===== src/skirocAcqPkg.sv =====
package skirocAcqPkg;

    ////////////////////////////////////////////////////////////////////////////
    // Widths

    localparam int PhaseCntWidth = 20;    // Phase durations and phase timer
    localparam int WbAdrWidth    = 4;     // Word address
    localparam int WbDataWidth   = 32;

    ////////////////////////////////////////////////////////////////////////////
    // Sequencer phases, code is reported in STATUS[3:0]

    typedef enum logic [3:0] {
        Idle          = 4'd0,
        Reset         = 4'd1,
        WaitToAcq     = 4'd2,
        Acquire       = 4'd3,
        WaitToConvB   = 4'd4,
        ConvB         = 4'd5,
        WaitToReadout = 4'd6,
        Readout       = 4'd7,
        WaitToEnd     = 4'd8,
        WaitToNext    = 4'd9
    } acqPhaseT;

    // Programmed durations, a value N means N+1 cycles
    typedef struct packed {
        logic [PhaseCntWidth-1:0] resetTime;
        logic [PhaseCntWidth-1:0] waitToAcq;
        logic [PhaseCntWidth-1:0] waitToConvB;
        logic [PhaseCntWidth-1:0] convBWidth;
        logic [PhaseCntWidth-1:0] waitToReadout;
        logic [PhaseCntWidth-1:0] readoutWidth;
        logic [PhaseCntWidth-1:0] waitToEnd;
        logic [PhaseCntWidth-1:0] waitToNext;
    } phaseCfgT;

    // SKIROC2 control pins
    typedef struct packed {
        logic startAcq;
        logic startConvB;     // Active low
        logic startReadout;
        logic pwrOnD;
        logic resetB;         // Active low
    } asicCtrlT;

    ////////////////////////////////////////////////////////////////////////////
    // Wishbone classic, configuration port

    typedef struct packed {
        logic                   cyc;
        logic                   stb;
        logic                   we;
        logic [WbAdrWidth-1:0]  adr;
        logic [WbDataWidth-1:0] dat;
    } wbReqT;

    typedef struct packed {
        logic                   ack;
        logic [WbDataWidth-1:0] dat;
    } wbRspT;

    // Register map, word addresses
    localparam logic [WbAdrWidth-1:0] RegCtrl          = 4'd0;
    localparam logic [WbAdrWidth-1:0] RegStatus        = 4'd1;
    localparam logic [WbAdrWidth-1:0] RegResetTime     = 4'd2;
    localparam logic [WbAdrWidth-1:0] RegWaitToAcq     = 4'd3;
    localparam logic [WbAdrWidth-1:0] RegWaitToConvB   = 4'd4;
    localparam logic [WbAdrWidth-1:0] RegConvBWidth    = 4'd5;
    localparam logic [WbAdrWidth-1:0] RegWaitToReadout = 4'd6;
    localparam logic [WbAdrWidth-1:0] RegReadoutWidth  = 4'd7;
    localparam logic [WbAdrWidth-1:0] RegWaitToEnd     = 4'd8;
    localparam logic [WbAdrWidth-1:0] RegWaitToNext    = 4'd9;

endpackage


===== src/edgeSync.sv =====
`timescale 1ns/1ns

// Brings one ASIC line into the Clk domain and flags its edges
module edgeSync #(
    parameter logic IdleLevel = 1'b0      // Level the line rests at
) (
    input  logic Clk,
    input  logic Rst_N,
    input  logic Async,
    output logic Rise,
    output logic Fall
);

    logic syncMeta;     // First stage, may go metastable
    logic syncStable;
    logic syncLast;     // Stable level one cycle earlier

    always_ff @(posedge Clk or negedge Rst_N)
    begin
        if (!Rst_N)
        begin
            syncMeta   <= IdleLevel;
            syncStable <= IdleLevel;
            syncLast   <= IdleLevel;
        end
        else
        begin
            syncMeta   <= Async;
            syncStable <= syncMeta;
            syncLast   <= syncStable;
        end
    end

    // Stable stage differs from its last level for a single cycle per change
    always_ff @(posedge Clk or negedge Rst_N)
    begin
        if (!Rst_N)
        begin
            Rise <= 1'b0;
            Fall <= 1'b0;
        end
        else
        begin
            Rise <= syncStable & ~syncLast;
            Fall <= ~syncStable & syncLast;
        end
    end

endmodule


===== src/timingRegs.sv =====
`timescale 1ns/1ns

module timingRegs
    import skirocAcqPkg::*;
#(
    parameter logic [PhaseCntWidth-1:0] ResetTime         = 20'd25,
    parameter logic [PhaseCntWidth-1:0] WaitToAcqTime     = 20'd50,
    parameter logic [PhaseCntWidth-1:0] WaitToConvBTime   = 20'd50,
    parameter logic [PhaseCntWidth-1:0] ConvBWidth        = 20'd2,
    parameter logic [PhaseCntWidth-1:0] WaitToReadoutTime = 20'd250000,
    parameter logic [PhaseCntWidth-1:0] ReadoutWidth      = 20'd25,
    parameter logic [PhaseCntWidth-1:0] WaitToEndTime     = 20'd250000,
    parameter logic [PhaseCntWidth-1:0] WaitToNextTime    = 20'd50
) (
    input  logic     Clk,
    input  logic     Rst_N,
    input  wbReqT    WbReq,
    output wbRspT    WbRsp,
    input  acqPhaseT Phase,
    input  logic     Acqing,
    output logic     StartWork,
    output phaseCfgT PhaseCfg
);

    logic                   reqValid;
    logic                   ackQ;
    logic                   ackOut;
    logic                   wrEn;
    logic [WbDataWidth-1:0] rdMux;
    logic [WbDataWidth-1:0] rdData;

    ////////////////////////////////////////////////////////////////////////////
    // Bus handshake

    assign reqValid = WbReq.cyc & WbReq.stb;

    // One ack per access, cleared right after
    always_ff @(posedge Clk or negedge Rst_N)
    begin
        if (!Rst_N)
            ackQ <= 1'b0;
        else
            ackQ <= reqValid & ~ackQ;
    end

    assign ackOut = ackQ & reqValid;          // Withdrawn request kills ack
    assign wrEn   = ackOut & WbReq.we;

    assign WbRsp.ack = ackOut;
    assign WbRsp.dat = rdData;

    ////////////////////////////////////////////////////////////////////////////
    // Control and duration registers

    always_ff @(posedge Clk or negedge Rst_N)
    begin
        if (!Rst_N)
        begin
            StartWork              <= 1'b0;
            PhaseCfg.resetTime     <= ResetTime;
            PhaseCfg.waitToAcq     <= WaitToAcqTime;
            PhaseCfg.waitToConvB   <= WaitToConvBTime;
            PhaseCfg.convBWidth    <= ConvBWidth;
            PhaseCfg.waitToReadout <= WaitToReadoutTime;
            PhaseCfg.readoutWidth  <= ReadoutWidth;
            PhaseCfg.waitToEnd     <= WaitToEndTime;
            PhaseCfg.waitToNext    <= WaitToNextTime;
        end
        else if (wrEn)
        begin
            case (WbReq.adr)
                RegCtrl:          StartWork              <= WbReq.dat[0];
                RegResetTime:     PhaseCfg.resetTime     <= WbReq.dat[PhaseCntWidth-1:0];
                RegWaitToAcq:     PhaseCfg.waitToAcq     <= WbReq.dat[PhaseCntWidth-1:0];
                RegWaitToConvB:   PhaseCfg.waitToConvB   <= WbReq.dat[PhaseCntWidth-1:0];
                RegConvBWidth:    PhaseCfg.convBWidth    <= WbReq.dat[PhaseCntWidth-1:0];
                RegWaitToReadout: PhaseCfg.waitToReadout <= WbReq.dat[PhaseCntWidth-1:0];
                RegReadoutWidth:  PhaseCfg.readoutWidth  <= WbReq.dat[PhaseCntWidth-1:0];
                RegWaitToEnd:     PhaseCfg.waitToEnd     <= WbReq.dat[PhaseCntWidth-1:0];
                RegWaitToNext:    PhaseCfg.waitToNext    <= WbReq.dat[PhaseCntWidth-1:0];
                default:          ;                      // STATUS and holes ignore writes
            endcase
        end
    end

    ////////////////////////////////////////////////////////////////////////////
    // Readback

    always_comb
    begin
        rdMux = '0;
        case (WbReq.adr)
            RegCtrl:
                rdMux[0] = StartWork;
            RegStatus:
            begin
                rdMux[3:0] = Phase;
                rdMux[4]   = Acqing;
            end
            RegResetTime:     rdMux[PhaseCntWidth-1:0] = PhaseCfg.resetTime;
            RegWaitToAcq:     rdMux[PhaseCntWidth-1:0] = PhaseCfg.waitToAcq;
            RegWaitToConvB:   rdMux[PhaseCntWidth-1:0] = PhaseCfg.waitToConvB;
            RegConvBWidth:    rdMux[PhaseCntWidth-1:0] = PhaseCfg.convBWidth;
            RegWaitToReadout: rdMux[PhaseCntWidth-1:0] = PhaseCfg.waitToReadout;
            RegReadoutWidth:  rdMux[PhaseCntWidth-1:0] = PhaseCfg.readoutWidth;
            RegWaitToEnd:     rdMux[PhaseCntWidth-1:0] = PhaseCfg.waitToEnd;
            RegWaitToNext:    rdMux[PhaseCntWidth-1:0] = PhaseCfg.waitToNext;
            default:          rdMux = '0;
        endcase
    end

    // Sampled together with ack
    always_ff @(posedge Clk)
    begin
        if (reqValid & ~ackQ)
            rdData <= rdMux;
    end

endmodule


===== src/acqSequencer.sv =====
`timescale 1ns/1ns

module acqSequencer
    import skirocAcqPkg::*;
(
    input  logic     Clk,
    input  logic     Rst_N,
    input  logic     StartWork,
    input  phaseCfgT PhaseCfg,
    input  logic     ChipSatBFall,
    input  logic     EndReadoutRise,
    output acqPhaseT Phase,
    output asicCtrlT AsicCtrl,
    output logic     Acqing
);

    acqPhaseT                 phaseQ;
    acqPhaseT                 phaseNext;
    logic [PhaseCntWidth-1:0] timer;
    logic [PhaseCntWidth-1:0] timerLoad;
    logic                     timerDone;
    asicCtrlT                 ctrlNext;
    logic                     acqingNext;

    assign timerDone = (timer == '0);
    assign Phase     = phaseQ;

    ////////////////////////////////////////////////////////////////////////////
    // Round FSM

    always_comb
    begin
        phaseNext = phaseQ;
        case (phaseQ)
            Idle:
                if (StartWork)
                    phaseNext = Reset;
            Reset:
                // Only place a cleared start bit is honoured
                if (timerDone)
                    phaseNext = StartWork ? WaitToAcq : Idle;
            WaitToAcq:
                if (timerDone)
                    phaseNext = Acquire;
            Acquire:
                if (ChipSatBFall)               // No timeout here
                    phaseNext = WaitToConvB;
            WaitToConvB:
                if (timerDone)
                    phaseNext = ConvB;
            ConvB:
                if (timerDone)
                    phaseNext = WaitToReadout;
            WaitToReadout:
                if (timerDone)
                    phaseNext = Readout;
            Readout:
                if (timerDone)
                    phaseNext = WaitToEnd;
            WaitToEnd:
                if (EndReadoutRise || timerDone)  // Early exit on end of readout
                    phaseNext = WaitToNext;
            WaitToNext:
                if (timerDone)
                    phaseNext = Reset;
            default:
                phaseNext = Idle;
        endcase
    end

    // Duration of the phase being entered
    always_comb
    begin
        case (phaseNext)
            Reset:         timerLoad = PhaseCfg.resetTime;
            WaitToAcq:     timerLoad = PhaseCfg.waitToAcq;
            WaitToConvB:   timerLoad = PhaseCfg.waitToConvB;
            ConvB:         timerLoad = PhaseCfg.convBWidth;
            WaitToReadout: timerLoad = PhaseCfg.waitToReadout;
            Readout:       timerLoad = PhaseCfg.readoutWidth;
            WaitToEnd:     timerLoad = PhaseCfg.waitToEnd;
            WaitToNext:    timerLoad = PhaseCfg.waitToNext;
            default:       timerLoad = '0;
        endcase
    end

    always_ff @(posedge Clk or negedge Rst_N)
    begin
        if (!Rst_N)
        begin
            phaseQ <= Idle;
            timer  <= '0;
        end
        else
        begin
            phaseQ <= phaseNext;
            if (phaseNext != phaseQ)
                timer <= timerLoad;             // Reload on every entry
            else if (!timerDone)
                timer <= timer - 1'b1;
        end
    end

    ////////////////////////////////////////////////////////////////////////////
    // ASIC pins, one cycle behind the phase

    always_comb
    begin
        ctrlNext.startAcq     = 1'b0;
        ctrlNext.startConvB   = 1'b1;
        ctrlNext.startReadout = 1'b0;
        ctrlNext.pwrOnD       = 1'b0;
        ctrlNext.resetB       = 1'b1;
        acqingNext            = 1'b0;
        case (phaseQ)
            Reset:
            begin
                ctrlNext.resetB = 1'b0;
                ctrlNext.pwrOnD = 1'b1;
            end
            WaitToAcq, WaitToConvB, WaitToReadout:
                ctrlNext.pwrOnD = 1'b1;
            Acquire:
            begin
                ctrlNext.startAcq = 1'b1;
                ctrlNext.pwrOnD   = 1'b1;
                acqingNext        = 1'b1;
            end
            ConvB:
            begin
                ctrlNext.startConvB = 1'b0;
                ctrlNext.pwrOnD     = 1'b1;
            end
            Readout:
                ctrlNext.startReadout = 1'b1;   // Power pulsing off from here
            default:
                acqingNext = 1'b0;
        endcase
    end

    always_ff @(posedge Clk or negedge Rst_N)
    begin
        if (!Rst_N)
        begin
            AsicCtrl.startAcq     <= 1'b0;
            AsicCtrl.startConvB   <= 1'b1;
            AsicCtrl.startReadout <= 1'b0;
            AsicCtrl.pwrOnD       <= 1'b0;
            AsicCtrl.resetB       <= 1'b1;
            Acqing                <= 1'b0;
        end
        else
        begin
            AsicCtrl <= ctrlNext;
            Acqing   <= acqingNext;
        end
    end

endmodule


===== src/skirocAcq.sv =====
`timescale 1ns/1ns

module skirocAcq
    import skirocAcqPkg::*;
#(
    // Power-up durations, 20 ns clock
    parameter logic [PhaseCntWidth-1:0] ResetTime         = 20'd25,      // 500 ns
    parameter logic [PhaseCntWidth-1:0] WaitToAcqTime     = 20'd50,      // 1 us
    parameter logic [PhaseCntWidth-1:0] WaitToConvBTime   = 20'd50,      // 1 us
    parameter logic [PhaseCntWidth-1:0] ConvBWidth        = 20'd2,
    parameter logic [PhaseCntWidth-1:0] WaitToReadoutTime = 20'd250000,  // 5 ms
    parameter logic [PhaseCntWidth-1:0] ReadoutWidth      = 20'd25,
    parameter logic [PhaseCntWidth-1:0] WaitToEndTime     = 20'd250000,  // 5 ms
    parameter logic [PhaseCntWidth-1:0] WaitToNextTime    = 20'd50
) (
    input  logic     Clk,
    input  logic     Rst_N,
    input  wbReqT    WbReq,
    output wbRspT    WbRsp,
    input  logic     ChipSatB,
    input  logic     EndReadout,
    output asicCtrlT AsicCtrl,
    output logic     Acqing
);

    logic     startWork;
    phaseCfgT phaseCfg;
    acqPhaseT phase;
    logic     chipSatBFall;
    logic     endReadoutRise;

    ////////////////////////////////////////////////////////////////////////////
    // Configuration registers

    timingRegs #(
        .ResetTime         (ResetTime),
        .WaitToAcqTime     (WaitToAcqTime),
        .WaitToConvBTime   (WaitToConvBTime),
        .ConvBWidth        (ConvBWidth),
        .WaitToReadoutTime (WaitToReadoutTime),
        .ReadoutWidth      (ReadoutWidth),
        .WaitToEndTime     (WaitToEndTime),
        .WaitToNextTime    (WaitToNextTime)
    ) i_timingRegs (
        .Clk       (Clk),
        .Rst_N     (Rst_N),
        .WbReq     (WbReq),
        .WbRsp     (WbRsp),
        .Phase     (phase),
        .Acqing    (Acqing),
        .StartWork (startWork),
        .PhaseCfg  (phaseCfg)
    );

    // ChipSatB rests high
    edgeSync #(.IdleLevel(1'b1)) i_chipSatBSync (
        .Clk   (Clk),
        .Rst_N (Rst_N),
        .Async (ChipSatB),
        .Rise  (),
        .Fall  (chipSatBFall)
    );

    edgeSync #(.IdleLevel(1'b0)) i_endReadoutSync (
        .Clk   (Clk),
        .Rst_N (Rst_N),
        .Async (EndReadout),
        .Rise  (endReadoutRise),
        .Fall  ()
    );

    acqSequencer i_acqSequencer (
        .Clk            (Clk),
        .Rst_N          (Rst_N),
        .StartWork      (startWork),
        .PhaseCfg       (phaseCfg),
        .ChipSatBFall   (chipSatBFall),
        .EndReadoutRise (endReadoutRise),
        .Phase          (phase),
        .AsicCtrl       (AsicCtrl),
        .Acqing         (Acqing)
    );

endmodule


===== config.mk =====
export PLATFORM = sky130hd
export DESIGN_NAME = skirocAcq
export DESIGN_NICKNAME = d
export VERILOG_FILES = /design/src/skirocAcqPkg.sv /design/src/edgeSync.sv /design/src/timingRegs.sv /design/src/acqSequencer.sv /design/src/skirocAcq.sv
export SDC_FILE = /design/constraint.sdc
export NUM_CORES = 1
export LEC_CHECK = 0
export ABC_AREA = 1
export BUFFER_PORTS_ARGS = -buffer_cell sky130_fd_sc_hd__buf_2
export CORE_ASPECT_RATIO = 1.4
export CORE_MARGIN = 2
export CORE_UTILIZATION = 45
export CTS_BUF_LIST = sky130_fd_sc_hd__clkbuf_16
export CTS_CLUSTER_SIZE = 8
export DETAILED_ROUTE_END_ITERATION = 10
export PLACE_DENSITY = 0.66
export SYNTH_ARGS = -nofsm -noshare
export SYNTH_HDL_FRONTEND = slang
export SYNTH_SLANG_ARGS = --single-unit

===== constraint.sdc =====
create_clock -name Clk -period 5.3 [get_ports Clk]
set_input_delay 0.53 -clock Clk [delete_from_list [all_inputs] [get_ports Clk]]
set_output_delay 0.53 -clock Clk [all_outputs]
set_load 0.05 [all_outputs]

==> metrics.txt <==
Sink Count=219; Via-to-Cell Ratio=roughly 5.8; Final setup viols=0; cts hold-fix bufs=0; Worst Tran Pin Value=between 1 and 1.5 ns; total gr overflow=0; maximum fanout along the worst path=24; CP Data Required Time=just under 6 ns; Peak VDD IR=0.2646 mV; vias in the first global route=9442; Post-synth top cells=nand2_1, dfrtp_1, o21ai_0; ys flop type=dfrtp_1; static leakage=slightly above 6 nW; clock-pin slew on the worst setup and hold paths=~0.060 ns; r2r endpoint=i_acqSequencer.timer[1]$_DFFE_PN0P_; post-synth top area share=0.3698; aggregate routed wire length=between 30 and 40 mm; yosys synthesis warning count=0; antenna cell count=0; switching pwr=about 0.0015 W; P&R area growth vs syn=11.98%; RSZ-0062 raised after global routing=false; largest net degree at the start of global routing=approximately 110; first-pass GRT wire length=~54 mm; worst skew pair latency=roughly 0.56 ns; worst min path class=input pin to asynchronous set/reset pin; P per Cell Area=roughly 370 nW/um2; asr flop ratio synth=0.9087; post-synthesis cell area=approximately 11000 um2; Hold Fails Final Rpt=0; share of power burned in registers=0.411; Post-DP HPWL=between 15 and 20 mm; Initial Util=0.4545; DRT Pass-1 Iters=5; cell taking the most area after synthesis=dfrtp_1; Routed Antenna Nets=0; total negative slack=0 ns; top-count cell post-synth=nand2_1; Critical Path Source Type=flip-flop; H-tree depth=1; share of cells above drive strength 1=0.1363; # IOs=about 80; drt wl/cell=20.23 um; die area=25950 um2; Seq/Total Area, Yosys=0.5068; fill cell total of the finished layout=approximately 2300; f_max=~0.28 GHz; Worst Path Arrival=4.12 ns; multi-input logic area=between 4000 and 5000 um2; CTS Buf Count=31; CTS max path bufs=3; WS Path Type=flip-flop to flip-flop; Worst Skew=around 0.015 ns; dpl ws=~1.7 ns; Core Box Area=approximately 24000 um2; Area contributors post-synth=dfrtp_1, nand2_1, dfstp_2; Layout Nets=between 1000 and 1500; Tcrit/Tclk final=0.6841; Synth cell types=43; crit path time final=between 3 and 4 ns; Avg Cell Area, Syn=slightly above 8 um2; EDFF count, synth=20; R2R cell count=13; Clock Power Share=0.380; pins over their slew limit=0; GPL Wtd Cong=roughly 0.89; DRT iter0 DRCs=between 900 and 1000; FP Rows=68; reg2reg setup slack=1.67 ns; Crit. End Element=flip-flop; flops & latches, synth=approximately 220; Internal Pwr Total=0.003123 W; switching part of the total=0.3280; post-CTS sizing=0; setup ws final=~1.7 ns; outcome=finished clean; # Max-Cap Violations=0; Chip Width=around 140 um; combinational share of power=0.209; CP Launch Point=i_acqSequencer.timer[0]$_DFFE_PN0P_; Die H=189.8 um; Critical R2R Launch=i_acqSequencer.timer[0]$_DFFE_PN0P_; register area=5624 um2; Synth Instances=about 1300; Slew headroom=0.2847; Post-CTS Setup Bufs=0; Vias=~9900; I/O Buffers=between 50 and 60; TritonCTS clock tree=built; initial antenna violation count=0; GRT Total Usage=0.2720; clock root buffer=clkbuf_16; DR DRC count=0
## worst max-delay path, stage by stage, from the launching register on
cell and delay, ns:
dfrtp_1 0.34, inv_1 0.08, ha_1 0.25, nand2_2 0.16
nor2_8 0.08, nand3_4 0.13, nand2_2 0.10, nand3_2 0.08
buf_4 0.38, o21ai_1 0.16, nor3_4 0.62, nand2_1 0.68
a21o_1 0.34, a21oi_1 0.13
## cells in the final DEF, fill, tap and decap left out, drive strengths merged, types with 32 or more instances in the layout
cell,instances
clkbuf,32
a221oi,38
buf,82
nand2,429
inv,88
nand4,84
dfrtp,164
a22o,32
nand3,58
dfstp,35
o21ai,165
nor2,85
## power groups by stage
stage                     logic (W)  clock network [W]  registers [W]
after floorplan            0.000695                  0        0.00196
after global placement     0.000949                  0        0.00193
after detailed placement   0.000958                  0        0.00194
after CTS                  0.000963            0.00179        0.00191
after global routing        0.00107            0.00186        0.00193
final                      0.000971            0.00177        0.00191
## stage by stage
stage                       util  total power [W]  hold WS, ns  area (um2)  cells
after floorplan                -         0.002660       0.2344       11140   1351
after global placement    0.4728         0.002883       0.3454       11550   1645
after detailed placement  0.4728         0.002894       0.3364       11550   1645
after CTS                 0.5090         0.004659      0.07691       12430   1702
after global routing      0.5090         0.004853      0.07245       12430   1702
final                     0.5090         0.004648      0.04458       12430   1702
## cell families after synthesis
group | Yosys count | synth area share
buffers and inverters | 167 | 0.06753
adders and majority gates | 1 | 0.001127
DFF | 219 | 0.5068
and+or+nand+nor | 668 | 0.2639
other | 1 | 0.0003379
xor gates and xnor gates | 16 | 0.01330
AOI/OAI and AO/OA | 268 | 0.1470
## registers in the layout, summed over array words and instances (netlist names)
register / flops
i_chipSatBSync.Fall: 1
i_chipSatBSync.syncLast: 1
i_endReadoutSync.syncStable: 1
i_chipSatBSync.syncMeta: 1
i_acqSequencer.timer: 20
i_chipSatBSync.syncStable: 1
i_timingRegs.rdData: 20
i_acqSequencer.Phase: 4
i_endReadoutSync.syncLast: 1
i_timingRegs.PhaseCfg: 160
i_endReadoutSync.syncMeta: 1
i_timingRegs.StartWork: 1
i_acqSequencer.AsicCtrl: 5
i_endReadoutSync.Rise: 1
i_timingRegs.ackQ: 1
## worst max path at each step
stage	end	slack, ns	cells past startpoint
floorplan	i_acqSequencer.timer[16]$_DFFE_PN0P_	3.17	12
global placement	i_acqSequencer.timer[1]$_DFFE_PN0P_	1.73	13
detailed placement	i_acqSequencer.timer[1]$_DFFE_PN0P_	1.71	13
CTS	i_acqSequencer.timer[1]$_DFFE_PN0P_	1.69	13
global route	i_acqSequencer.timer[1]$_DFFE_PN0P_	1.41	13
finish	i_acqSequencer.timer[1]$_DFFE_PN0P_	1.67	13
## layer usage
| metal | GRT usage | up-vias | part of all wire |
|---|---|---|---|
| met2 | 0.4277 | 478 | 0.46 |
| met4 | 0.1350 | 0 | 0.054 |
| li1 | - | 4591 | - |
| met3 | 0.03411 | 126 | 0.086 |
| met1 | 0.3701 | 4691 | 0.40 |
| met5 | 0 | - | 0 |
## area by class of cell
type                            instances  area share
Multi-Input combinational cell        965      0.3864
Timing Repair Buffer                   83     0.03936
Sequential cell                       219      0.4525
Tap cell                              315     0.03171
Inverter                               63     0.01903
Clock buffer                           31     0.06242
Clock inverter                         26    0.008557
No activity file was read; power rests on OpenSTA's default activity.
